**src/logic/soc_mem_pkg.sv**
```systemverilog
`default_nettype none

package soc_mem_pkg;

  ////////////////////////////////////////
  // Address map
  ////////////////////////////////////////
  localparam logic [31:0] RAM_BASE_ADDR = 32'h4000_0000;
  localparam logic [31:0] RAM_MASK_ADDR = 32'h000F_FFFF;
  localparam logic [31:0] TIMER_LO_ADDR = 32'h3000_0000;
  localparam logic [31:0] TIMER_HI_ADDR = 32'h3000_0004;

  // Main memory geometry
  localparam int RAM_WORDS = 1024;
  localparam int RAM_AW    = 10;

  // Cycles from the first granted edge to ready
  localparam int RAM_LATENCY = 4;
  localparam int LAT_CNT_W   = $clog2(RAM_LATENCY + 1);

  // Program loader UART
  localparam int          CLKS_PER_BIT = 8;
  localparam int          CLK_CNT_W    = $clog2(CLKS_PER_BIT);
  localparam logic [7:0]  PROG_CMD     = 8'hA5;

  ////////////////////////////////////////
  // Enumerations
  ////////////////////////////////////////
  typedef enum logic [1:0] {
    TGT_RAM,
    TGT_TIMER_LO,
    TGT_TIMER_HI,
    TGT_NONE
  } bus_target_e;

  typedef enum logic [2:0] {
    LD_IDLE,
    LD_CNT_LO,
    LD_CNT_HI,
    LD_DATA,
    LD_WRITE
  } loader_state_e;

endpackage

`default_nettype wire

```
**src/logic/ram_port_arbiter.sv**
```systemverilog
`timescale 1ns/1ps
`default_nettype none

module ram_port_arbiter import soc_mem_pkg::*; (
  input  logic              clk_i,
  input  logic              rst_n,
  input  logic              ld_req_i,
  input  logic [RAM_AW-1:0] ld_addr_i,
  input  logic [31:0]       ld_wdata_i,
  output logic              ld_gnt_o,
  input  logic              cpu_ram_req_i,
  input  logic              cpu_done_i,
  output logic              cpu_gnt_o,
  input  logic [3:0]        cpu_wstrb_i,
  input  logic [31:0]       cpu_addr_i,
  input  logic [31:0]       cpu_wdata_i,
  output logic              ram_en_o,
  output logic [3:0]        ram_we_o,
  output logic [RAM_AW-1:0] ram_addr_o,
  output logic [31:0]       ram_wdata_o
);

  logic cpu_lock_q;
  logic cpu_first;

  // Loader first, unless a CPU access already owns the port
  assign ld_gnt_o  = ld_req_i && !cpu_lock_q;
  assign cpu_gnt_o = cpu_lock_q || (cpu_ram_req_i && !ld_req_i);
  assign cpu_first = cpu_gnt_o && !cpu_lock_q;

  always_ff @(posedge clk_i) begin
    if (!rst_n) begin
      cpu_lock_q <= 1'b0;
    end else if (cpu_done_i) begin
      cpu_lock_q <= 1'b0;
    end else if (cpu_gnt_o) begin
      cpu_lock_q <= 1'b1;
    end
  end

  ////////////////////////////////////////
  // RAM port mux
  ////////////////////////////////////////
  assign ram_en_o    = ld_gnt_o || cpu_gnt_o;
  assign ram_addr_o  = ld_gnt_o ? ld_addr_i : cpu_addr_i[RAM_AW+1:2];
  assign ram_wdata_o = ld_gnt_o ? ld_wdata_i : cpu_wdata_i;

  // CPU writes only once while reads repeat until ready
  assign ram_we_o = ld_gnt_o  ? 4'hF :
                    cpu_first ? cpu_wstrb_i : 4'h0;

endmodule

`default_nettype wire

```
**config.mk**
```make
export PLATFORM = sky130hd
export DESIGN_NAME = ram_port_arbiter
export DESIGN_NICKNAME = d
export VERILOG_FILES = /design/src/logic/soc_mem_pkg.sv /design/src/logic/ram_port_arbiter.sv
export SDC_FILE = /design/constraint.sdc
export NUM_CORES = 1
export LEC_CHECK = 0
export ABC_AREA = 1
export BUFFER_PORTS_ARGS = -buffer_cell sky130_fd_sc_hd__buf_2
export CORE_AREA = 2 2 63 65
export CTS_BUF_LIST = sky130_fd_sc_hd__clkbuf_8
export DETAILED_ROUTE_END_ITERATION = 10
export DIE_AREA = 0 0 65 67
export PLACE_DENSITY = 0.78
export SETUP_SLACK_MARGIN = 0.05
export SLEW_MARGIN = 40
export SYNTH_ARGS = -nofsm -noshare
export SYNTH_HDL_FRONTEND = slang
export SYNTH_SLANG_ARGS = --single-unit
```
**constraint.sdc**
```tcl
create_clock -name clk_i -period 1 [get_ports clk_i]
set_input_delay 0.1 -clock clk_i [delete_from_list [all_inputs] [get_ports clk_i]]
set_output_delay 0.1 -clock clk_i [all_outputs]
set_load 0.01 [all_outputs]
```
Yosys cells after proc, flatten, opt, wreduce, memory -nomap -nowiden --
Cells that the tools add are included.
Storage, ports and cells: flip-flop bits (word level) 1, input bits 115
Operators by class: muxes and demuxes 4, bitwise logic cells 1, reduce and logical (&&, ||, !) cells 8
Operator list (count):
- $mux 32 | 1
- $mux 10 | 1
- $mux 4 | 2
- $logic_and 1x1->1 | 3
- $logic_not 1->1 | 2
- $logic_or 1x1->1 | 2
- $reduce_or 2->1 | 1
- $not 1->1 | 1

Longest topological paths before layout --
depth in word-level cells 6, gate-level depth with buffers 6, depth with buffers taken out 5

Least setup slack after synthesis --
No wires, ideal clock.
path type register to output, start point reg cpu_lock_q, end point out ram_wdata_o[25], arrival time 0.839 ns, path slack 0.061 ns, required time 0.900 ns, stages on the path, launching flop included 7, cells stage by stage dfxtp_1 -> inv_2 -> nand2_2 -> buf_6 -> buf_6 -> nand2_1 -> nand2_1
Between the ends: word-level cells in the longest chain between the ends 3
Ends and longest elaborated chain:
- start, declared | RTL line ram_port_arbiter.sv:23 | logic cpu_lock_q;
- start signal, assigned | RTL line ram_port_arbiter.sv:33 | cpu_lock_q <= 1'b0;
- start signal, assigned | RTL line ram_port_arbiter.sv:35 | cpu_lock_q <= 1'b0;
- start signal, assigned | RTL line ram_port_arbiter.sv:37 | cpu_lock_q <= 1'b1;
- $logic_not 1->1 | RTL line ram_port_arbiter.sv:27 | assign ld_gnt_o = ld_req_i && !cpu_lock_q;
- $logic_and 1x1->1 | RTL line ram_port_arbiter.sv:27
- $mux 32 | RTL line ram_port_arbiter.sv:46 | assign ram_wdata_o = ld_gnt_o ? ld_wdata_i : cpu_wdata_i;
- end, declared | RTL line ram_port_arbiter.sv:20 | output logic [31:0] ram_wdata_o
Every way passes these cells.

Final worst setup path --
start point reg cpu_lock_q, end point out ram_wdata_o[22]
The elaborated chain is that of the path after synthesis.

==> flow_summary.yaml <==
critical_path:
  endpoint_kind: "output pin"
  worstSetupPathType: "flop to output pin"
  critPathLaunchType: "flop"
  crit_fanout: 7
  ff2ff_setup_slack_ns: 0.31
  crit_required_ns: 0.90
  setup.worst_path.start: "cpu_lock_q"
  rr_startpoint: "cpu_lock_q"
  critPathArrivalTime_ns: 0.99
timing:
  rsz0062_at_grt: "true"
  slew_violations: 0
  clock_skew_ns: 0
  fin_ws_ns: -0.08815
  min_period_ns: 1.088
  setup_viol: 42
  tightest_slew_ns: 0.2116
  hold_viol: 0
  max_freq_mhz: 919.0
  post-route-period-util_pct: 108.8
  fin_hold_ws_ns: 0.3550
  maxSlewHeadroom_pct: 85.90
floorplan:
  die_area_um2: 4355
  die_h_um: 67
  start_util_pct: 18.32
  core_um2: 3606
  num_io_pins: 164
  rows: 22
  die_w_um: 65
run_status:
  violations: "negative setup slack"
  status: "finished, violations left"
placement:
  port-buffer-count: 141
  routabilityCongestion: 0.7442
  place_hpwl_mm: 2.372
  dp_worst_setup_slack_ns: -0.07447
yosys:
  synth_nets: 269
  synth_area_um2: 660.6
  ys.warnings.count: 0
  synth-seq-area-share_pct: 3.030
  ys_seq_elements: 1
  avgSynthCellArea_um2: 4.290
  synth_cells: 154
  synth_cell_types: 10
route:
  vias_per_cell: 4.207
  drc_errors: 0
  vias: 1443
  ant_nets: 0
  routed-wl-met3_um: 311
  routedWlPerCell_um: 10.67
  wl_met2_mm: 2.000
  firstDrtPassIters: 3
  wl_met1_mm: 1.334
  wirelength_mm: 3.659
  drt_iter0_markers: 11
  top_layer: "met4"
worst_hold_path:
  worstHoldStart: "rst_n"
  worstHoldPathType: "primary input to flop"
pwr:
  leakage_nw: 1.186
  power_density_nw_per_um2: 542.9
  peakVddDrop_v: 0.0002829
cells_and_area:
  final_common_cell: "buf_2"
  reg_top3: "cpu_lock_q (1)"
  drive_above_1_share_pct: 65.76
  syn_to_final_growth_pct: 173.5
  nNetsFinal: 412
  final_util_pct: 50.10
  diodes: 0
  largest_reg_flops: 1
  regMostFlops: "cpu_lock_q"
  mostFrequentLayoutCells: "130 x buf_2, 92 x nand2_1, 26 x nand2_2, 14 x nand2_4, 11 x buf_6"
global_route:
  grt_max_degree: 24
  grt_pass1_wl_mm: 4.609
  antenna_found_initial: 0
  grt.overflow.total: 0
  grt_pass1_vias: 1142
  grt_util_all_layers_pct: 12.79
cts:
  clk_pin_slew_ns: 0
  clk_latency_ns: 0
flow_run:
  cap_violations: 0
[per-layer routing]
layer	track usage, %	vias to the layer above
met5	0	-
met2	26.93	73
li1	-	742
met4	0.7979	0
met3	1.182	2
met1	14.13	626
[Yosys cell counts (all sizes together)]
master / n / area, µm²
nand2: 133 / 501.7
a21oi: 1 / 5.000
dfxtp: 1 / 20.02
inv: 5 / 18.77
nand4: 4 / 25.02
buf: 9 / 86.33
nor2: 1 / 3.750
[cell families (layout without fill, tap and decap cells)]
group                  after synthesis  in the layout  share of synthesized area (%)
and+or+nand+nor                    138            138                          80.30
buffers and inverters               14            155                          15.91
AOI/OAI and AO/OA                    1              1                         0.7568
DFF                                  1              1                          3.030
[worst max-delay path: stages, from the launching register on]
cell and delay, ns:
dfxtp_2 0.33, inv_4 0.05, nand2_8 0.10, clkinv_8 0.09, clkbuf_16 0.17, nand2_1 0.06, nand2_1 0.04, buf_2 0.13
[area by class of cell]
class / count / area [µm²]
inverter: 5 / 33.78
tap: 48 / 60.06
sequential: 1 / 21.27
timing repair buffer: 150 / 972.2
multi-input combinational: 139 / 719.4
fill: 381 / 1799
[worst paths after layout]
path	end	cells after the start
setup reg to reg	cpu_lock_q	2
hold reg to reg	cpu_lock_q	2
setup / recovery	ram_wdata_o[22]	7
hold / removal	cpu_lock_q	3
[timing repair]
action,CTS,global route
pin swaps,0,9
hold buffers,0,0
endpoints found under the setup margin,47,47
resized for setup,6,69
buffers inserted,0,1
gates cloned,2,3
[power by group]
part	switching, mW	internal, mW
registers	0.00146	0.0425
clock network	0	0
logic	0.456	0.481
total	0.458	0.523
[per-stage QoR]
step                      setup TNS [ns]  cell area [µm²]  instances  power, mW
after CTS                         -1.626             1474        340     0.7959
after detailed placement          -2.205             1408        338     0.7436
final                             -2.912             1807        343     0.9809
after global placement            -1.178             1408        338     0.7337
after global routing              -4.619             1807        343      1.061
after floorplan                        0            660.6        154     0.3857
No activity file was read; power rests on OpenSTA's default activity.
