**src/logic/soc_mem_pkg.sv**
```systemverilog
`default_nettype none

package soc_mem_pkg;

  ////////////////////////////////////////
  // Address map
  ////////////////////////////////////////
  localparam logic [31:0] RAM_BASE_ADDR = 32'h4000_0000;
  localparam logic [31:0] RAM_MASK_ADDR = 32'h000F_FFFF;
  localparam logic [31:0] TIMER_LO_ADDR = 32'h3000_0000;
  localparam logic [31:0] TIMER_HI_ADDR = 32'h3000_0004;

  // Main memory geometry
  localparam int RAM_WORDS = 1024;
  localparam int RAM_AW    = 10;

  // Cycles from the first granted edge to ready
  localparam int RAM_LATENCY = 4;
  localparam int LAT_CNT_W   = $clog2(RAM_LATENCY + 1);

  // Program loader UART
  localparam int          CLKS_PER_BIT = 8;
  localparam int          CLK_CNT_W    = $clog2(CLKS_PER_BIT);
  localparam logic [7:0]  PROG_CMD     = 8'hA5;

  ////////////////////////////////////////
  // Enumerations
  ////////////////////////////////////////
  typedef enum logic [1:0] {
    TGT_RAM,
    TGT_TIMER_LO,
    TGT_TIMER_HI,
    TGT_NONE
  } bus_target_e;

  typedef enum logic [2:0] {
    LD_IDLE,
    LD_CNT_LO,
    LD_CNT_HI,
    LD_DATA,
    LD_WRITE
  } loader_state_e;

endpackage

`default_nettype wire

```
**src/logic/uart_prog_loader.sv**
```systemverilog
`timescale 1ns/1ps
`default_nettype none

module uart_prog_loader import soc_mem_pkg::*; (
  input  logic              clk_i,
  input  logic              rst_n,
  input  logic              rx_i,
  input  logic              ld_gnt_i,
  output logic              ld_req_o,
  output logic [RAM_AW-1:0] ld_addr_o,
  output logic [31:0]       ld_wdata_o,
  output logic              prog_mode_o
);

  logic                 rx_meta_q;
  logic                 rx_sync_q;
  logic                 rx_busy_q;
  logic [CLK_CNT_W-1:0] rx_clk_q;
  logic [3:0]           rx_bit_q;
  logic [7:0]           rx_shift_q;
  logic                 rx_tick;
  logic                 rx_done;

  loader_state_e     state_q;
  logic [15:0]       words_left_q;
  logic [1:0]        byte_idx_q;
  logic [RAM_AW-1:0] addr_q;
  logic [31:0]       word_q;

  ////////////////////////////////////////
  // UART receiver
  ////////////////////////////////////////
  always_ff @(posedge clk_i) begin
    if (!rst_n) begin
      rx_meta_q <= 1'b1;
      rx_sync_q <= 1'b1;
    end else begin
      rx_meta_q <= rx_i;
      rx_sync_q <= rx_meta_q;
    end
  end

  // Mid-bit sample point
  assign rx_tick = rx_busy_q && (rx_clk_q == CLK_CNT_W'(CLKS_PER_BIT - 1));
  // Frame complete with a valid stop bit
  assign rx_done = rx_tick && (rx_bit_q == 4'd9) && rx_sync_q;

  always_ff @(posedge clk_i) begin
    if (!rst_n) begin
      rx_busy_q <= 1'b0;
      rx_clk_q  <= '0;
      rx_bit_q  <= '0;
    end else if (!rx_busy_q) begin
      if (!rx_sync_q) begin
        // Start half a bit early so every wrap lands mid-bit
        rx_busy_q <= 1'b1;
        rx_clk_q  <= CLK_CNT_W'(CLKS_PER_BIT / 2);
        rx_bit_q  <= '0;
      end
    end else if (rx_tick) begin
      rx_clk_q <= '0;
      if (rx_bit_q == 4'd0 && rx_sync_q) begin
        // False start
        rx_busy_q <= 1'b0;
      end else if (rx_bit_q == 4'd9) begin
        rx_busy_q <= 1'b0;
      end else begin
        rx_bit_q <= rx_bit_q + 4'd1;
      end
    end else begin
      rx_clk_q <= rx_clk_q + 1'b1;
    end
  end

  // LSB arrives first
  always_ff @(posedge clk_i) begin
    if (rx_tick && rx_bit_q != 4'd0 && rx_bit_q != 4'd9) begin
      rx_shift_q <= {rx_sync_q, rx_shift_q[7:1]};
    end
  end

  ////////////////////////////////////////
  // Load command parser
  ////////////////////////////////////////
  always_ff @(posedge clk_i) begin
    if (!rst_n) begin
      state_q      <= LD_IDLE;
      words_left_q <= '0;
      byte_idx_q   <= '0;
      addr_q       <= '0;
    end else begin
      case (state_q)
        LD_IDLE: begin
          if (rx_done && rx_shift_q == PROG_CMD) begin
            state_q <= LD_CNT_LO;
          end
        end
        LD_CNT_LO: begin
          if (rx_done) begin
            words_left_q[7:0] <= rx_shift_q;
            state_q           <= LD_CNT_HI;
          end
        end
        LD_CNT_HI: begin
          if (rx_done) begin
            words_left_q[15:8] <= rx_shift_q;
            byte_idx_q         <= '0;
            addr_q             <= '0;
            // Empty load finishes here
            if ({rx_shift_q, words_left_q[7:0]} == 16'd0) begin
              state_q <= LD_IDLE;
            end else begin
              state_q <= LD_DATA;
            end
          end
        end
        LD_DATA: begin
          if (rx_done) begin
            byte_idx_q <= byte_idx_q + 2'd1;
            if (byte_idx_q == 2'd3) begin
              state_q <= LD_WRITE;
            end
          end
        end
        LD_WRITE: begin
          if (ld_gnt_i) begin
            addr_q       <= addr_q + 1'b1;
            words_left_q <= words_left_q - 16'd1;
            if (words_left_q == 16'd1) begin
              state_q <= LD_IDLE;
            end else begin
              state_q <= LD_DATA;
            end
          end
        end
        default: state_q <= LD_IDLE;
      endcase
    end
  end

  // Word assembly
  always_ff @(posedge clk_i) begin
    if (state_q == LD_DATA && rx_done) begin
      word_q <= {rx_shift_q, word_q[31:8]};
    end
  end

  assign ld_req_o    = (state_q == LD_WRITE);
  assign ld_addr_o   = addr_q;
  assign ld_wdata_o  = word_q;
  assign prog_mode_o = (state_q != LD_IDLE);

endmodule

`default_nettype wire

```
**config.mk**
```make
export PLATFORM = sky130hd
export DESIGN_NAME = uart_prog_loader
export DESIGN_NICKNAME = d
export VERILOG_FILES = /design/src/logic/soc_mem_pkg.sv /design/src/logic/uart_prog_loader.sv
export SDC_FILE = /design/constraint.sdc
export NUM_CORES = 1
export LEC_CHECK = 0
export BUFFER_PORTS_ARGS = -buffer_cell sky130_fd_sc_hd__buf_2
export CORE_MARGIN = 2
export CORE_UTILIZATION = 50
export DETAILED_ROUTE_END_ITERATION = 10
export PLACE_DENSITY_LB_ADDON = 0.05
export RECOVER_POWER = 100
export SLEW_MARGIN = 20
export SYNTH_ARGS = -nofsm -noshare
export SYNTH_HDL_FRONTEND = slang
export SYNTH_SLANG_ARGS = --single-unit
```
**constraint.sdc**
```tcl
create_clock -name clk_i -period 6.1 [get_ports clk_i]
set_input_delay 1.22 -clock clk_i [delete_from_list [all_inputs] [get_ports clk_i]]
set_output_delay 1.22 -clock clk_i [all_outputs]
set_load 0.01 [all_outputs]
```
* After elaboration in Yosys (flattened, before gate mapping) *
Cells that the tools add are included.

operators by class
  mux-type cells = 32
  $add $sub $neg = 5
  reductions and logical operators = 21
  eq/ne operators = 20

operator list
  operator                                                                count
  8-bit one-hot mux with 2 select lines                                   2
  3-bit two-way mux                                                       9
  10-bit two-way mux                                                      2
  4-bit two-way mux                                                       5
  10-bit one-hot mux with 2 select lines                                  1
  16-bit by 1-bit equality test with 1-bit output, second input constant  1
  16-bit logical NOT                                                      1
  16-bit two-way mux                                                      1
  2-bit != test, second input constant                                    8
  16-bit by 1-bit subtractor with 16-bit output, second input constant    1
  3-bit one-hot mux with 5 select lines                                   1
  10-bit by 1-bit adder with 10-bit output, second input constant         1
  3-bit AND reduction                                                     3
  8-bit equality test, second input constant                              1
  1-bit logical AND                                                       8
  2-bit two-way mux                                                       4
  8-bit two-way mux                                                       1
  3-bit by 2-bit equality test with 1-bit output, second input constant   2
  3-bit equality test, second input constant                              2
  6-bit AND reduction                                                     1
  2-bit nonzero test                                                      3
  1-bit two-way mux                                                       5
  4-bit by 1-bit adder with 4-bit output, second input constant           1
  4-bit equality test, second input constant                              1
  other kinds (12)                                                        13

storage, ports and cells
  output and inout bits = 44
  register bits after elaboration = 81
  logic and storage cells = 90

* Depth between registers and ports, before layout *
  depth after elaboration = 7
  depth in mapped cells = 9

* Worst setup path after synthesis *
Ideal clock, no wire load.

  path type = reg2reg
  start point = reg rx_clk_q[0]
  end point = reg word_q[0], in the netlist ld_wdata_o[0] (enable)
  data arrival time = 4.054 ns
  setup time = 0.505 ns
  data required time = 5.595 ns
  buffers on the path = 0
  period minus slack after synthesis = 4.559 ns
  slack = 1.541 ns
  cell stages (with the launch flop) = 5
  cells stage by stage = dfxtp_1 > ha_1 > ha_1 > nand2_1 > nor4_1

between the ends
  longest elaborated chain between the ends = 5

RTL lines
  what                            line                     text
  start: declaration              uart_prog_loader.sv:18   logic [CLK_CNT_W-1:0] rx_clk_q;
  start signal: assignment        uart_prog_loader.sv:57   rx_clk_q <= CLK_CNT_W'(CLKS_PER_BIT / 2);
  start signal: assignment        uart_prog_loader.sv:71   rx_clk_q <= rx_clk_q + 1'b1;
  3-bit equality test             uart_prog_loader.sv:44   assign rx_tick = rx_busy_q && (rx_clk_q == CLK_CNT_W'(CLKS_PER_BIT - 1));
  1-bit logical AND               uart_prog_loader.sv:44
  1-bit logical AND (2 in a row)  uart_prog_loader.sv:46   assign rx_done = rx_tick && (rx_bit_q == 4'd9) && rx_sync_q;
  1-bit logical AND               uart_prog_loader.sv:143  if (state_q == LD_DATA && rx_done) begin
  end signal: assignment          uart_prog_loader.sv:144  word_q <= {rx_shift_q, word_q[31:8]};
  end: declaration                uart_prog_loader.sv:28   logic [31:0] word_q;

Every way passes these cells.
A chain may end at the register's enable or synchronous reset.

* Final worst setup path *
  start point = reg state_q[0]
  end point = out ld_req_o

between the ends
  longest elaborated chain between the ends = 1

RTL lines
  what                      line                     text
  start: declaration        uart_prog_loader.sv:24   loader_state_e state_q;
  start signal: assignment  uart_prog_loader.sv:87   state_q <= LD_IDLE;
  start signal: assignment  uart_prog_loader.sv:95   state_q <= LD_CNT_LO;
  start signal: assignment  uart_prog_loader.sv:101  state_q <= LD_CNT_HI;
  3-bit equality test       uart_prog_loader.sv:148  assign ld_req_o = (state_q == LD_WRITE);
  end: declaration          uart_prog_loader.sv:9    output logic ld_req_o,

Every way passes these cells.

==> metrics.md <==
| Metric | Value |
|---|---|
| Outcome | finished, violations left |
| Failing checks | capacitance limit, slew limit |
| Worst hold path class | flop to flop |
| First-pass detailed-route iteration total | 4 |
| Inserted Diodes | 0 |
| Clock Path Buffers | 2 |
| Layout Nets | 397 |
| Finished Cell Area | 0.00404 mm2 |
| FMAX | 0.270 GHz |
| Synth top area share | 0.336 |
| DR iter-0 viols | 124 |
| Initial antenna violation count | 0 |
| Crit Path Max Fanout | 27 |
| Row Count | 30 |
| Hold_buf cts | 0 |
| I/O Buffers | 47 |
| Area delta synth->final | 13.0% |
| Tot Pwr | 1.03 mW |
| WP data required | 4880 ps |
| Total congestion overflow | 0 |
| Routed WL | 7.34 mm |
| Die area | 0.00784 mm2 |
| DR WL/cell | 15.2 um |
| Max-cap viol count | 1 |
| Yosys warnings | 0 |
| Syn_nets | 353 |
| IO Pins | 48 |
| Post-synth EDFFs | 40 |
| Crit-path cells | or3b_1 -> inv_1 -> clkbuf_1 |
| Post-CTS Setup Bufs | 0 |
| H-tree levels | 3 |
| Hold slack | 420 ps |
| Crit share post-route | 0.606 |
| Delay-heaviest family, CP | simple AND/OR/NAND/NOR gates |
| Cell variety after synth | 59 |
| Dpl ws | 2960 ps |
| PostCTS Resize Cnt | 0 |
| Layout Skew | 11.1 ps |
| Number of synthesized register bits | 81 |
| Post-synth top cells | dfxtp_1 (41), edfxtp_1 (40), nor2_1 (34) |
| Hold Vio Cnt, Final | 0 |
| Height of the die | 88.6 um |
| Die W | 88.6 um |
| Mean Syn Cell Area | 10.5 um2 |
| Slowest stage cell, crit path | or3b_1 |
| Main synth FF type | dfxtp_1 |
| Setup crit end kind | output port |
| Skew-Pair Late Insertion Delay | 360 ps |
| CORE AREA | 0.00687 mm2 |
| Area after DPL | 0.00388 mm2 |
| Seq/Total Area, Yosys | 0.565 |
| CTS Sinks | 81 |
| # DRC | 0 |
| Slew Limit Fails | 34 |
| Final core utilization | 0.588 |
| Non-Filler Instances | 484 |
| Mapped Cells | 339 |
| Post-DP HPWL | 4.98 mm |
| Placed cell count | 468 |
| Clock slew at reported path FFs | 90 ps |
| Crit path time final | 3700 ps |
| DRT antenna net count | 0 |
| CTS Buf Count | 9 |
| Setup TNS | 0 ps |
| DR vias | 2733 |
| CP peak stage delay | 760 ps |
| Critical Path AT | 2480 ps |
| Buf/Inv on CP | 2 |
| Slew @ Worst Pin | 1690 ps |
| PwrDens | 256 mW/mm2 |
| Via-per-instance ratio | 5.65 |
| Cell Area, Synth | 0.00358 mm2 |
| Number of global-route vias before repair | 2399 |
| Setup ws final | 2400 ps |
| Initial Utilization | 0.521 |
| Final setup viols | 0 |
| Async SR Flop Fraction | 0 |
| Final GP Congestion | 0.823 |
| Layout cells sized above 1 | 0.0696 |
| Leak pwr | 1.37 nW |
| Relative slew margins | -0.128 |
| Max IR drop VDD | 0.160 mV |
| Largest net degree at the start of global routing | 34 |
| RSZ-0062 raised after global routing | no |
| Crit path launch type | flop |
| Global-route usage over all layers | 0.194 |
| First-pass GRT wire length | 11.6 mm |
| Crit Path Category | flop to output port |
| Most frequent cell after synthesis | dfxtp_1 |
| Post-synth top area cell | edfxtp_1 |
| Top cells by area, synth | edfxtp_1 (34%), dfxtp_1 (23%), nor2_1 (3.6%), a21oi_1 (3.5%), ha_1 (3.5%) |
| Clock root buffer | clkbuf_8 |
| Final-layout fill cell count | 625 |
| CTS tree | done |
## layout make-up
type                    count  area, um2  share of cell area
flip-flops and latches     81       2020               0.500
multi-input cells         232       1440               0.357
repair buffers             50        194              0.0480
clock buffers               9        124              0.0307
well taps                  96        120              0.0297
clock inverters             7        106              0.0263
inverters                   9       33.8             0.00836
## where the power goes
part	internal (mW)	switching, mW
logic	0.00363	0.00882
clock network	0.239	0.213
registers	0.567	0.00230
## logic make-up (layout without fill, tap and decap cells)
| logic type | after synthesis | count (layout) | synth area share |
|---|---|---|---|
| multiplexers | 2 | 2 | 0.00595 |
| AND/OR/NAND/NOR | 132 | 132 | 0.195 |
| flip-flops | 81 | 81 | 0.565 |
| buffers and inverters | 26 | 75 | 0.0311 |
| adder cells (fa/ha/maj) | 10 | 10 | 0.0350 |
| AO/OA/AOI/OAI | 79 | 79 | 0.146 |
| XOR/XNOR | 9 | 9 | 0.0220 |
## placed cells by master (no fill, tap or decap), types with 7 or more instances in the layout
cell type | netlist | layout
a21oi_1 | 25 | 25
a31oi_1 | 7 | 7
clkbuf_1 | 11 | 47
clkbuf_8 | 0 | 9
dfxtp_1 | 41 | 41
edfxtp_1 | 40 | 40
ha_1 | 10 | 10
inv_1 | 8 | 8
nand2_1 | 27 | 27
nand2b_1 | 11 | 11
nand3_1 | 9 | 9
nor2_1 | 34 | 34
nor3_1 | 8 | 8
nor4_1 | 10 | 9
o211ai_1 | 7 | 7
o21ai_0 | 12 | 12
xnor2_1 | 8 | 8
## sequential cells by signal, summed over array words and instances (netlist names)
name          count
rx_sync_q         1
rx_meta_q         1
rx_busy_q         1
ld_addr_o        10
rx_bit_q          4
byte_idx_q        2
state_q           3
ld_wdata_o       32
words_left_q     16
rx_clk_q          3
rx_shift_q        8
## worst reg2reg max path, stage by stage (launching register included)
cell and delay (ps):
dfxtp_1 360, ha_1 160, ha_1 200, nand2_1 210, nor4_2 290, clkbuf_1 1250
## final timing paths
kind,start,endpoint,slack [ps],cells after the start
max,state_q[0],ld_req_o,2400,3
min,rx_meta_q,rx_sync_q,420,1
max reg2reg,rx_clk_q[0],ld_wdata_o[19],3230,5
min reg2reg,rx_meta_q,rx_sync_q,420,1
## metal layers
layer	part of all wire	vias up	GRT usage
li1	-	1357	-
met1	0.47	1283	0.261
met2	0.45	80	0.298
met3	0.061	13	0.0588
met4	0.017	0	0.0675
met5	0	-	0
(Power assumes the default switching activity.)
