[src/logic/soc_mem_pkg.sv]
`default_nettype none

package soc_mem_pkg;

  ////////////////////////////////////////
  // Address map
  ////////////////////////////////////////
  localparam logic [31:0] RAM_BASE_ADDR = 32'h4000_0000;
  localparam logic [31:0] RAM_MASK_ADDR = 32'h000F_FFFF;
  localparam logic [31:0] TIMER_LO_ADDR = 32'h3000_0000;
  localparam logic [31:0] TIMER_HI_ADDR = 32'h3000_0004;

  // Main memory geometry
  localparam int RAM_WORDS = 1024;
  localparam int RAM_AW    = 10;

  // Cycles from the first granted edge to ready
  localparam int RAM_LATENCY = 4;
  localparam int LAT_CNT_W   = $clog2(RAM_LATENCY + 1);

  // Program loader UART
  localparam int          CLKS_PER_BIT = 8;
  localparam int          CLK_CNT_W    = $clog2(CLKS_PER_BIT);
  localparam logic [7:0]  PROG_CMD     = 8'hA5;

  ////////////////////////////////////////
  // Enumerations
  ////////////////////////////////////////
  typedef enum logic [1:0] {
    TGT_RAM,
    TGT_TIMER_LO,
    TGT_TIMER_HI,
    TGT_NONE
  } bus_target_e;

  typedef enum logic [2:0] {
    LD_IDLE,
    LD_CNT_LO,
    LD_CNT_HI,
    LD_DATA,
    LD_WRITE
  } loader_state_e;

endpackage

`default_nettype wire

[src/logic/iomem_decoder.sv]
`timescale 1ns/1ps
`default_nettype none

module iomem_decoder import soc_mem_pkg::*; (
  input  logic        clk_i,
  input  logic        rst_n,
  input  logic        mem_valid_i,
  input  logic [3:0]  mem_wstrb_i,
  input  logic [31:0] mem_addr_i,
  output logic        mem_ready_o,
  output logic [31:0] mem_rdata_o,
  input  logic [31:0] ram_rdata_i,
  input  logic        cpu_gnt_i,
  output logic        cpu_ram_req_o,
  output logic        cpu_done_o
);

  bus_target_e          tgt;
  logic                 is_read;
  logic [LAT_CNT_W-1:0] lat_cnt_q;
  logic                 ram_ready_q;
  logic [63:0]          timer_q;

  ////////////////////////////////////////
  // Address decode
  ////////////////////////////////////////
  always_comb begin
    if ((mem_addr_i & ~RAM_MASK_ADDR) == RAM_BASE_ADDR) begin
      tgt = TGT_RAM;
    end else if (mem_addr_i == TIMER_LO_ADDR) begin
      tgt = TGT_TIMER_LO;
    end else if (mem_addr_i == TIMER_HI_ADDR) begin
      tgt = TGT_TIMER_HI;
    end else begin
      tgt = TGT_NONE;
    end
  end

  assign is_read = (mem_wstrb_i == 4'h0);

  // Request drops in the ready cycle
  assign cpu_ram_req_o = mem_valid_i && (tgt == TGT_RAM) && !ram_ready_q;
  assign cpu_done_o    = ram_ready_q;

  ////////////////////////////////////////
  // RAM latency counter
  ////////////////////////////////////////
  always_ff @(posedge clk_i) begin
    if (!rst_n) begin
      lat_cnt_q   <= '0;
      ram_ready_q <= 1'b0;
    end else begin
      ram_ready_q <= 1'b0;
      if (cpu_gnt_i && cpu_ram_req_o) begin
        if (lat_cnt_q == LAT_CNT_W'(RAM_LATENCY)) begin
          ram_ready_q <= 1'b1;
          lat_cnt_q   <= '0;
        end else begin
          lat_cnt_q <= lat_cnt_q + 1'b1;
        end
      end
    end
  end

  // Free-running cycle timer
  always_ff @(posedge clk_i) begin
    if (!rst_n) begin
      timer_q <= 64'd0;
    end else begin
      timer_q <= timer_q + 64'd1;
    end
  end

  ////////////////////////////////////////
  // Response
  ////////////////////////////////////////
  // Timer and holes answer without wait states
  assign mem_ready_o = ram_ready_q || (mem_valid_i && tgt != TGT_RAM);

  always_comb begin
    mem_rdata_o = 32'd0;
    if (is_read) begin
      case (tgt)
        TGT_RAM:      mem_rdata_o = ram_rdata_i;
        TGT_TIMER_LO: mem_rdata_o = timer_q[31:0];
        TGT_TIMER_HI: mem_rdata_o = timer_q[63:32];
        default:      mem_rdata_o = 32'd0;
      endcase
    end
  end

endmodule

`default_nettype wire

[config.mk]
export PLATFORM = sky130hd
export DESIGN_NAME = iomem_decoder
export DESIGN_NICKNAME = d
export VERILOG_FILES = /design/src/logic/soc_mem_pkg.sv /design/src/logic/iomem_decoder.sv
export SDC_FILE = /design/constraint.sdc
export NUM_CORES = 1
export LEC_CHECK = 0
export ABC_AREA = 1
export BUFFER_PORTS_ARGS = -buffer_cell sky130_fd_sc_hd__buf_2
export CORE_ASPECT_RATIO = 1.25
export CORE_MARGIN = 4
export CORE_UTILIZATION = 60
export DETAILED_ROUTE_END_ITERATION = 10
export PLACE_DENSITY = 0.89
export RECOVER_POWER = 50
export SETUP_SLACK_MARGIN = 0.15
export SLEW_MARGIN = 30
export SYNTH_ARGS = -nofsm -noshare
export SYNTH_HDL_FRONTEND = slang
export SYNTH_SLANG_ARGS = --single-unit
[constraint.sdc]
create_clock -name clk_i -period 3.7 [get_ports clk_i]
set_input_delay 0.74 -clock clk_i [delete_from_list [all_inputs] [get_ports clk_i]]
set_output_delay 0.74 -clock clk_i [all_outputs]
set_load 0.02 [all_outputs]
# Yosys cells after proc, flatten, opt, wreduce, memory -nomap -nowiden
# Index checks and enable logic that the tools add are counted.
[op_classes]
add_sub_neg = 2
n_eq_ne = 6
n_mux = 7
n_reduce_logical = 10
[ops]
columns = ["op", "count"]
rows = [
  ["case mux 32 bit (3 select lines)", 1],
  ["adder 64 x 1 -> 64 bit (second input constant)", 1],
  ["equality test 32 x 30 -> 1 bit (second input constant)", 2],
  ["two-way mux 32 bit", 1],
  ["equality test 12 x 11 -> 1 bit (second input constant)", 1],
  ["logical AND 1 bit", 4],
  ["zero test 4 bit", 1],
  ["two-way mux 2 bit", 2],
  ["adder 3 x 1 -> 3 bit (second input constant)", 1],
  ["equality test 3 bit (second input constant)", 1],
  ["two-way mux 3 bit", 1],
  ["equality test 2 x 1 -> 1 bit (second input constant)", 1],
  ["equality test 2 bit (second input constant)", 1],
  ["zero test 2 bit", 1],
  ["two-way mux 1 bit", 2],
  ["AND reduction 2 bit", 1],
  ["nonzero test 2 bit", 1],
  ["zero test 1 bit", 1],
  ["logical OR 1 bit", 1],
]
[word_totals]
reg_bits = 68
elab_cells = 28

# Longest topological paths before layout
# Gate-level depths: netlist of the first run.
[logic_depth]
word_depth = 9
mapped_depth = 10

# Worst setup path after synthesis of the first run
# No wires, ideal clock.
[synth_path]
kind = "input to output"
from = "input mem_addr_i[31]"
to = "output mem_rdata_o[10]"
arrival_time_ns = 1.970
t_required_ns = 2.960
slack_ns = 0.990
stages = 10
cell_sequence = "inv_1 > nand2_1 > nor2_1 > nand2_1 > nor2_4 > nand2_2 > nand3_1 > nand2_2 > buf_6 > nor2_1"
[synth_via]
elab_chain_cells = 7
word_cells_on_any_way = 11
[synth_rtl]
columns = ["item", "line", "text"]
rows = [
  ["start: declaration", "iomem_decoder.sv:9", "input logic [31:0] mem_addr_i,"],
  ["equality test 32 x 30 -> 1 bit", "iomem_decoder.sv:32", "end else if (mem_addr_i == TIMER_HI_ADDR) begin"],
  ["two-way mux 1 bit", "iomem_decoder.sv:32", ""],
  ["two-way mux 2 bit", "iomem_decoder.sv:30", "end else if (mem_addr_i == TIMER_LO_ADDR) begin"],
  ["two-way mux 2 bit (*)", "iomem_decoder.sv:28", "if ((mem_addr_i & ~RAM_MASK_ADDR) == RAM_BASE_ADDR) begin"],
  ["equality test 2 bit (tied with other cells)", "iomem_decoder.sv:83", "case (tgt)"],
  ["case mux 32 bit (3 select lines) (*)", "iomem_decoder.sv:83", ""],
  ["two-way mux 32 bit (*)", "iomem_decoder.sv:82", "if (is_read) begin"],
  ["end: declaration", "iomem_decoder.sv:11", "output logic [31:0] mem_rdata_o,"],
]
# Mark *: on every way between the ends. The rest lies on a longest branch, timed or not.

# Worst setup path after layout of the first run
[layout_path]
from = "input mem_addr_i[31]"
to = "output mem_rdata_o[15]"
# The elaborated chain is that of the path after synthesis.

==> impl_metrics.toml, run 1 <==
[status]
status = "finished, violations left"
violations = "max-capacitance violations, max-slew violations"

[sta]
finalSetupViolCount = 0
timing.setup.tns_ps = 0
rsz0062_at_grt = "false"
hold_violations = 0
slew_violations = 59
final.period_utilization_pct = 88.9
fmax_ghz = 0.304
max-slew-margin-rel_pct = -83.1
period_minus_slack_ps = 3290
worstMarginPinSlew_ps = 2750
fin_skew_ps = 12.8

[detailed_routing]
drt-initial-drc-count = 530
first_pass_iters = 5
ant_nets = 0
vias_per_cell = 5.48
drc = 0
wl_per_cell_um = 15.2
vias = 6168
routed_wl_um = 17000

[placed_design]
hpwl_um = 13400
port_buffers = 106
routabilityCongestion = 1.04
dpl.cell_count = 1109

[yosys]
synth-seq-area-share_pct = 26.8
synthMuxAreaShare_pct = 0
synth_compound_area_share_pct = 8.12
yosysTopAreaCell = "dfxtp_1"
synth_nets = 994
netlist_top_cells_area = "dfxtp_1 27%, nand2_1 20%, nor2_1 19%"
synth_top_family_by_area = "simple AND/OR/NAND/NOR gates"
syn_area_sq_um = 5080
yosys_warnings = 0
synth_cells = 919
synth_top_area_share_pct = 26.8
synth_seq_cells = 68
synth_fa_ha_area_share_pct = 0.738
synth-xor-area-share_pct = 1.21
synth.distinct_cells = 29
synthSimpleGateAreaFrac_pct = 54.4
avgSynthCellArea_sq_um = 5.53

[finish]
fill_cells = 833
layout_common_cells = "267 x nand2_1, 256 x nor2_1, 104 x buf_2"
syn_to_final_growth_pct = 15.2
finalNetCount = 1098
postLayoutCoreUtil_pct = 71.0
stdcell_count = 1125
drive_gt1_share_pct = 15.4
final_common_cell = "nand2_1"
antennaDiodeCount = 0

[clock_network]
clkLatencyLatePin_ps = 360
hold_buffers = 0
postCtsSetupBuffers = 0
cts-root-buf = "clkbuf_8"
cts_sinks = 68
cts_buffer_depth = 2
post_cts_resized = 0
cts_buffers = 9
htree_levels = 3
clkTransAtPathRegs_ps = 90
cts_tree = "built"

[floorplanning]
fp.dieArea_sq_um = 10000
die_h_um = 111
rows = 37
io_pins = 107
core_area_sq_um = 8240
floorplan.initialDensity_pct = 61.7
die-width_um = 90.3

[global_routing]
grt_pass1_vias = 5834
grt_overflow = 0
antenna_found_initial = 0
grt_use_total_pct = 34.0
grt_max_degree = 59
grt_pass1_wl_um = 27600

[worst_setup_path]
arrival_ps = 2550
cp_common_cell = "nand2_1"
r2r_slack_ps = 1290
cp-end-kind = "output port"
path_cells = "buf_2, inv_1, nand2_1, nor2_1, nand2_1, nor2_4, nand2_1, nand3_1, nand2_2, nor2_1, buf_2"
critical_path_class = "in -> out"
start_kind = "input pin"
rr_endpoint = "timer_q[59]$_SDFF_PN0_"
required_ps = 2960
path_max_fanout = 32
critPathMaxStageDelay_ps = 400
crit_start = "mem_addr_i[31]"
r2r-start = "timer_q[0]$_SDFF_PN0_"
rr_worst_depth = 7
critical_path.slowest_cell = "nand2_2"

[worst_hold_path]
worstHoldStart = "timer_q[63]$_SDFF_PN0_"
hold_path_depth = 2
hold_class = "reg -> reg"
min_to = "timer_q[63]$_SDFF_PN0_"

[pwr]
power_switching_uw = 388
intPower_mw = 1.15
cellPowerDensity_nw_per_um2 = 263
p_leak_nw = 2.07
vdd_drop_max_uv = 199
total_power_mw = 1.54
pwr-share-seq_pct = 47.9
p_comb_share_pct = 4.9
switching_share_pct = 25.1
pwr-share-clk_pct = 47.2

[flow_run]
drv_cap = 1
==> area by class of cell <==
| class | count | area, sq um | area share (%) |
|---|---|---|---|
| Clock buffer | 9 | 124 | 2.12 |
| Clock inverter | 7 | 98.8 | 1.69 |
| Multi-Input combinational cell | 745 | 3250 | 55.5 |
| Sequential cell | 68 | 1360 | 23.3 |
| Inverter | 86 | 323 | 5.51 |
| Timing Repair Buffer | 113 | 577 | 9.85 |
| Tap cell | 97 | 121 | 2.07 |
==> through the flow <==
step	hold WS, ps	setup slack, ps	cell area [sq um]
after CTS	484	421	5890
after global placement	466	511	5670
after global routing	526	187	5850
final	484	412	5850
after detailed placement	470	423	5670
after floorplan	450	990	5080
==> worst max-delay path by stage <==
stage | to | cells past startpoint
after detailed placement | mem_rdata_o[4] | 11
after global routing | mem_rdata_o[6] | 11
after global placement | mem_rdata_o[18] | 11
after CTS | mem_rdata_o[4] | 11
final | mem_rdata_o[15] | 11
after floorplan | mem_rdata_o[10] | 10
==> registers in the layout (all words and copies together), names as in the netlist <==
| signal | flops |
|---|---|
| lat_cnt_q | 3 |
| timer_q | 64 |
| cpu_done_o | 1 |
==> layer usage <==
layer | GRT usage, % | share of wire (%) | vias up
met2 | 58.3 | 48 | 293
met4 | 15.7 | 4.5 | 0
met1 | 41.9 | 40 | 2728
met5 | 0 | 0 | -
met3 | 4.96 | 7.8 | 54
li1 | - | - | 3093
==> power by group through the flow <==
stage	combinational [mW]	clock [mW]	sequential, mW
CTS	0.0765	0.722	0.738
detailed placement	0.0762	0	0.756
finish	0.0752	0.728	0.738
global placement	0.0743	0	0.755
global route	0.0854	0.754	0.739
floorplan	0.0315	0	0.754
==> cells in the mapped netlist, drive strengths merged <==
cell type / count
nand2: 280
nor2: 271
inv: 86
dfxtp: 68
nand3: 66
a21oi: 53
o21ai: 22
nand4: 21
buf: 13
clkbuf: 7
nor3: 6
or2: 5
xor2: 5
ha: 3
nor3b: 3
and2: 2
o21a: 2
o21bai: 2
xnor2: 2
a211oi: 1
nor4: 1
==> cell families after synthesis <==
logic type / count (synthesis)
adders and majority gates: 3
buffers and inverters: 106
AOI/OAI and AO/OA: 80
and+or+nand+nor: 655
DFF: 68
xor gates and xnor gates: 7
==> worst max-delay path: cells and delay by family <==
| family | cells | cell delay [ps] |
|---|---|---|
| buffers and inverters | 3 | 340 |
| and+or+nand+nor | 8 | 1470 |
Power figures use the tool's default switching activity.
==> run 2, diff against run 1 <==
Settings changed: CORE_ASPECT_RATIO 1.25 to 0.8.
==> impl_metrics.toml, run 2 (same netlist as run 1, synthesis figures left out) <==
[status]
status = "finished, violations left"
violations = "max-capacitance violations, max-slew violations"

[sta]
final.period_utilization_pct = 89.5
slew_violations = 53
period_minus_slack_ps = 3310
setup_slack_ps = 389
max-slew-margin-rel_pct = -64.7
rsz0062_at_grt = "false"
worstMarginPinSlew_ps = 2470
timing.setup.tns_ps = 0
fin_skew_ps = 13.1
fmax_ghz = 0.302
finalSetupViolCount = 0
hold_violations = 0

[worst_setup_path]
r2r-start = "timer_q[0]$_SDFF_PN0_"
r2r_slack_ps = 1170
critical_path.slowest_cell = "nand2_2"
path_cells = "buf_2, inv_1, nand2_1, nor2_1, nand2_1, nor2_4, buf_4, nand2_2, nand3_1, nand2_2, nor2_1, buf_2"
rr_endpoint = "timer_q[63]$_SDFF_PN0_"
critPathMaxStageDelay_ps = 390
path_max_fanout = 32
cpLargestDelayFamily = "simple AND/OR/NAND/NOR gates"
required_ps = 2960
start_kind = "input pin"
rr_worst_depth = 7
cp_num_buf_inv = 4
arrival_ps = 2570
critical_path_class = "in -> out"
cp-end-kind = "output port"

[floorplanning]
io_pins = 107
floorplan.initialDensity_pct = 62.8
rows = 29
core_area_sq_um = 8090
fp.dieArea_sq_um = 10000
die_h_um = 90.3
die-width_um = 111

[clock_network]
hold_buffers = 0
clkTransAtPathRegs_ps = 70
cts_tree = "built"
post_cts_resized = 0
htree_levels = 3
postCtsSetupBuffers = 0
clkLatencyLatePin_ps = 360
cts_sinks = 68
cts-root-buf = "clkbuf_8"
cts_buffer_depth = 2
cts_buffers = 9

[finish]
finalNetCount = 1098
antennaDiodeCount = 0
final_common_cell = "nand2_1"
stdcell_count = 1135
top_register = "timer_q"
postLayoutCoreUtil_pct = 72.2
syn_to_final_growth_pct = 14.9
layout_common_cells = "267 x nand2_1, 257 x nor2_1, 104 x buf_2"
drive_gt1_share_pct = 15.0
largest_reg_flops = 64

[pwr]
vdd_drop_max_uv = 250
p_leak_nw = 2.07
total_power_mw = 1.48
cellPowerDensity_nw_per_um2 = 253

[detailed_routing]
drc = 0
vias_per_cell = 5.35
first_pass_iters = 5
routed_wl_um = 16700
ant_nets = 0
drt-initial-drc-count = 619
wl_per_cell_um = 14.7
vias = 6070

[placed_design]
hpwl_um = 13200
port_buffers = 106
dpl.cell_count = 1120
routabilityCongestion = 1.03
place_ws_ps = 427

[worst_hold_path]
hold_class = "reg -> reg"
worstHoldStart = "timer_q[63]$_SDFF_PN0_"
min_to = "timer_q[63]$_SDFF_PN0_"
hold_path_depth = 2

[global_routing]
grt_use_total_pct = 32.7
grt_pass1_wl_um = 26600
use_met2_pct = 49.3
grt_overflow = 0
grt_pass1_vias = 5273
grt_use_met1_pct = 46.1
grtUsageMet3_pct = 9.18
antenna_found_initial = 0
grt_busiest_layer = "met2"
grt_max_degree = 53

[flow_run]
drv_cap = 1
==> run 2: worst reg2reg max path, stage by stage, from the launching register on <==
cell	delay (ps)
dfxtp_1	550
inv_2	60
nor2_1	460
nand2_1	320
nor2_1	500
nand2_2	150
o21ai_0	180
a21oi_1	80
==> run 2: worst max path at each step <==
stage                 endpoint  depth (start not counted)      startpoint
2_1_floorplan  mem_rdata_o[10]                         10  mem_addr_i[31]
3_3_place_gp    mem_rdata_o[0]                         11  mem_addr_i[31]
4_1_cts        mem_rdata_o[23]                         12  mem_addr_i[30]
3_5_place_dp   mem_rdata_o[23]                         12  mem_addr_i[30]
5_1_grt        mem_rdata_o[17]                         12  mem_addr_i[30]
6_report       mem_rdata_o[23]                         12  mem_addr_i[30]
==> run 2: power by group <==
part	switching, mW	internal [mW]	leakage, nW
combinational	0.0389	0.0358	1.42
clock	0.293	0.374	0.102
sequential	0.00509	0.734	0.548
==> run 2: layout make-up <==
| type | count | area, sq um |
|---|---|---|
| Inverter | 86 | 323 |
| Multi-Input combinational cell | 745 | 3240 |
| Timing Repair Buffer | 113 | 577 |
| Tap cell | 108 | 135 |
| Fill cell | 782 | 2250 |
| Clock inverter | 5 | 77.6 |
| Sequential cell | 68 | 1360 |
| Clock buffer | 10 | 128 |
==> run 2: layer usage <==
| metal | up-vias | wire [um] | share of wire [%] |
|---|---|---|---|
| li1 | 3089 | - | - |
| met1 | 2638 | 7090 | 42 |
| met2 | 320 | 7030 | 42 |
| met3 | 23 | 2310 | 14 |
| met4 | 0 | 259 | 1.6 |
| met5 | - | 0 | 0 |
==> run 2: per-stage QoR <==
stage | hold WS [ps] | instance area (sq um)
after floorplan | 450 | 5080
after global placement | 466 | 5680
after detailed placement | 473 | 5680
after CTS | 483 | 5890
after global routing | 503 | 5840
final | 485 | 5840
==> run 3, diff against run 2 <==
Settings changed: PLACE_DENSITY 0.89 to 0.87.
==> impl_metrics.toml, run 3 (same netlist as run 1, synthesis figures left out) <==
[status]
status = "complete, no violations"

[worst_setup_path]
path_max_fanout = 27
cp-end-kind = "output port"
arrival_ps = 2450
critical_path_class = "in -> out"
start_kind = "input pin"
required_ps = 2960

[finish]
syn_to_final_growth_pct = 14.2
drive_gt1_share_pct = 14.6
fill_cells = 745
final_area_sq_um = 5800
seq_area_sq_um = 1360
layout_common_cells = "269 x nand2_1, 260 x nor2_1, 104 x buf_2"
multi_input_area_sq_um = 3220
postLayoutCoreUtil_pct = 71.7
antennaDiodeCount = 0
top_register = "timer_q"
finalNetCount = 1100
largest_reg_flops = 64
final_common_cell = "nand2_1"

[detailed_routing]
vias = 6179
top_layer = "met4"
drt-met1-wl_um = 7120
met3_length_um = 2410
first_pass_iters = 6
wl_per_cell_um = 15.0
drc = 0
routed_wl_um = 17100
vias_per_cell = 5.43
ant_nets = 0
drt-initial-drc-count = 673
met2_length_um = 7130

[pwr]
pwr-share-seq_pct = 53.1
cellPowerDensity_nw_per_um2 = 240
total_power_mw = 1.39
pwr-share-clk_pct = 41.4
p_leak_nw = 2.05
intPower_mw = 1.03
switching_share_pct = 25.9
p_comb_share_pct = 5.5
power_switching_uw = 361
vdd_drop_max_uv = 305

[clock_network]
cts_tree = "built"
cts_buffer_depth = 2
cts-root-buf = "clkbuf_8"
htree_levels = 3
postCtsSetupBuffers = 0
post_cts_resized = 0
cts_sinks = 68
clkTransAtPathRegs_ps = 70
hold_buffers = 0
clkLatencyLatePin_ps = 360
cts_buffers = 9

[global_routing]
grt_pass1_wl_um = 27200
grt_use_total_pct = 33.7
grt_pass1_vias = 5469
grt_max_degree = 33
grt_overflow = 0
antenna_found_initial = 0

[flow_run]
drv_cap = 0

[sta]
worstMarginPinSlew_ps = 988
period_minus_slack_ps = 3190
fin_skew_ps = 13.3
max-slew-margin-rel_pct = 34.2
slew_violations = 0
fmax_ghz = 0.313
timing.setup.tns_ps = 0
final.period_utilization_pct = 86.3
hold_violations = 0
rsz0062_at_grt = "false"
finalSetupViolCount = 0

[floorplanning]
fp.dieArea_sq_um = 10000
die-width_um = 111
die_h_um = 90.3
floorplan.initialDensity_pct = 62.8
io_pins = 107
rows = 29
core_area_sq_um = 8090

[placed_design]
placed_area_sq_um = 5700
port_buffers = 106
routabilityCongestion = 1.02
hpwl_um = 13600

[worst_hold_path]
hold_class = "reg -> reg"
## run 3: changes by cell type in the layout (fill, tap and decap cells not counted), sizes merged
cell	before	now
buf	110	111
bufinv	2	0
clkinvlp	1	3
clkbuf	13	15
## run 3: stage by stage
step           worst slack (ps)  instances  hold slack, ps
5_1_grt                     253       1138             518
3_3_place_gp                556       1122             464
4_1_cts                     513       1138             492
6_report                    507       1138             492
3_5_place_dp                512       1122             480
2_1_floorplan               990        919             450
## run 3: area by class of cell
class	instances	area share, %
multi-input cells	745	55.5
flip-flops and latches	68	23.5
repair buffers	115	10.1
inverters	86	5.56
clock buffers	11	2.44
well taps	108	2.33
clock inverters	5	0.625
## run 3: per-layer routing
| metal | vias to the layer above | global-route usage, % |
|---|---|---|
| met4 | 0 | 12.2 |
| li1 | 3095 | - |
| met1 | 2697 | 47.7 |
| met3 | 32 | 7.37 |
| met2 | 355 | 50.3 |
| met5 | - | 0 |
## run 3: power groups by stage
stage,sequential [mW],clock [mW],combinational [mW]
detailed placement,0.756,0,0.0781
global placement,0.756,0,0.0759
floorplan,0.754,0,0.0315
CTS,0.739,0.574,0.0786
finish,0.740,0.577,0.0767
global route,0.740,0.610,0.0866
## run 3: worst paths after layout
check | cells after the start | endpoint | slack, ps | startpoint
max | 11 | mem_rdata_o[0] | 510 | mem_addr_i[21]
min | 2 | lat_cnt_q[1]$_SDFFE_PN0P_ | 490 | lat_cnt_q[1]$_SDFFE_PN0P_
max reg2reg | 8 | timer_q[63]$_SDFF_PN0_ | 1050 | timer_q[0]$_SDFF_PN0_
min reg2reg | 2 | lat_cnt_q[1]$_SDFFE_PN0P_ | 490 | lat_cnt_q[1]$_SDFFE_PN0P_
## run 3: worst max-delay path, cell delays in order
cell and delay [ps]:
buf_2 100, nor2_1 130, nand3_1 110, nor2_1 200
nand2_2 180, inv_2 460, nand2_1 120, nand2_1 100
nor2_1 50, nor2_1 80, buf_2 180
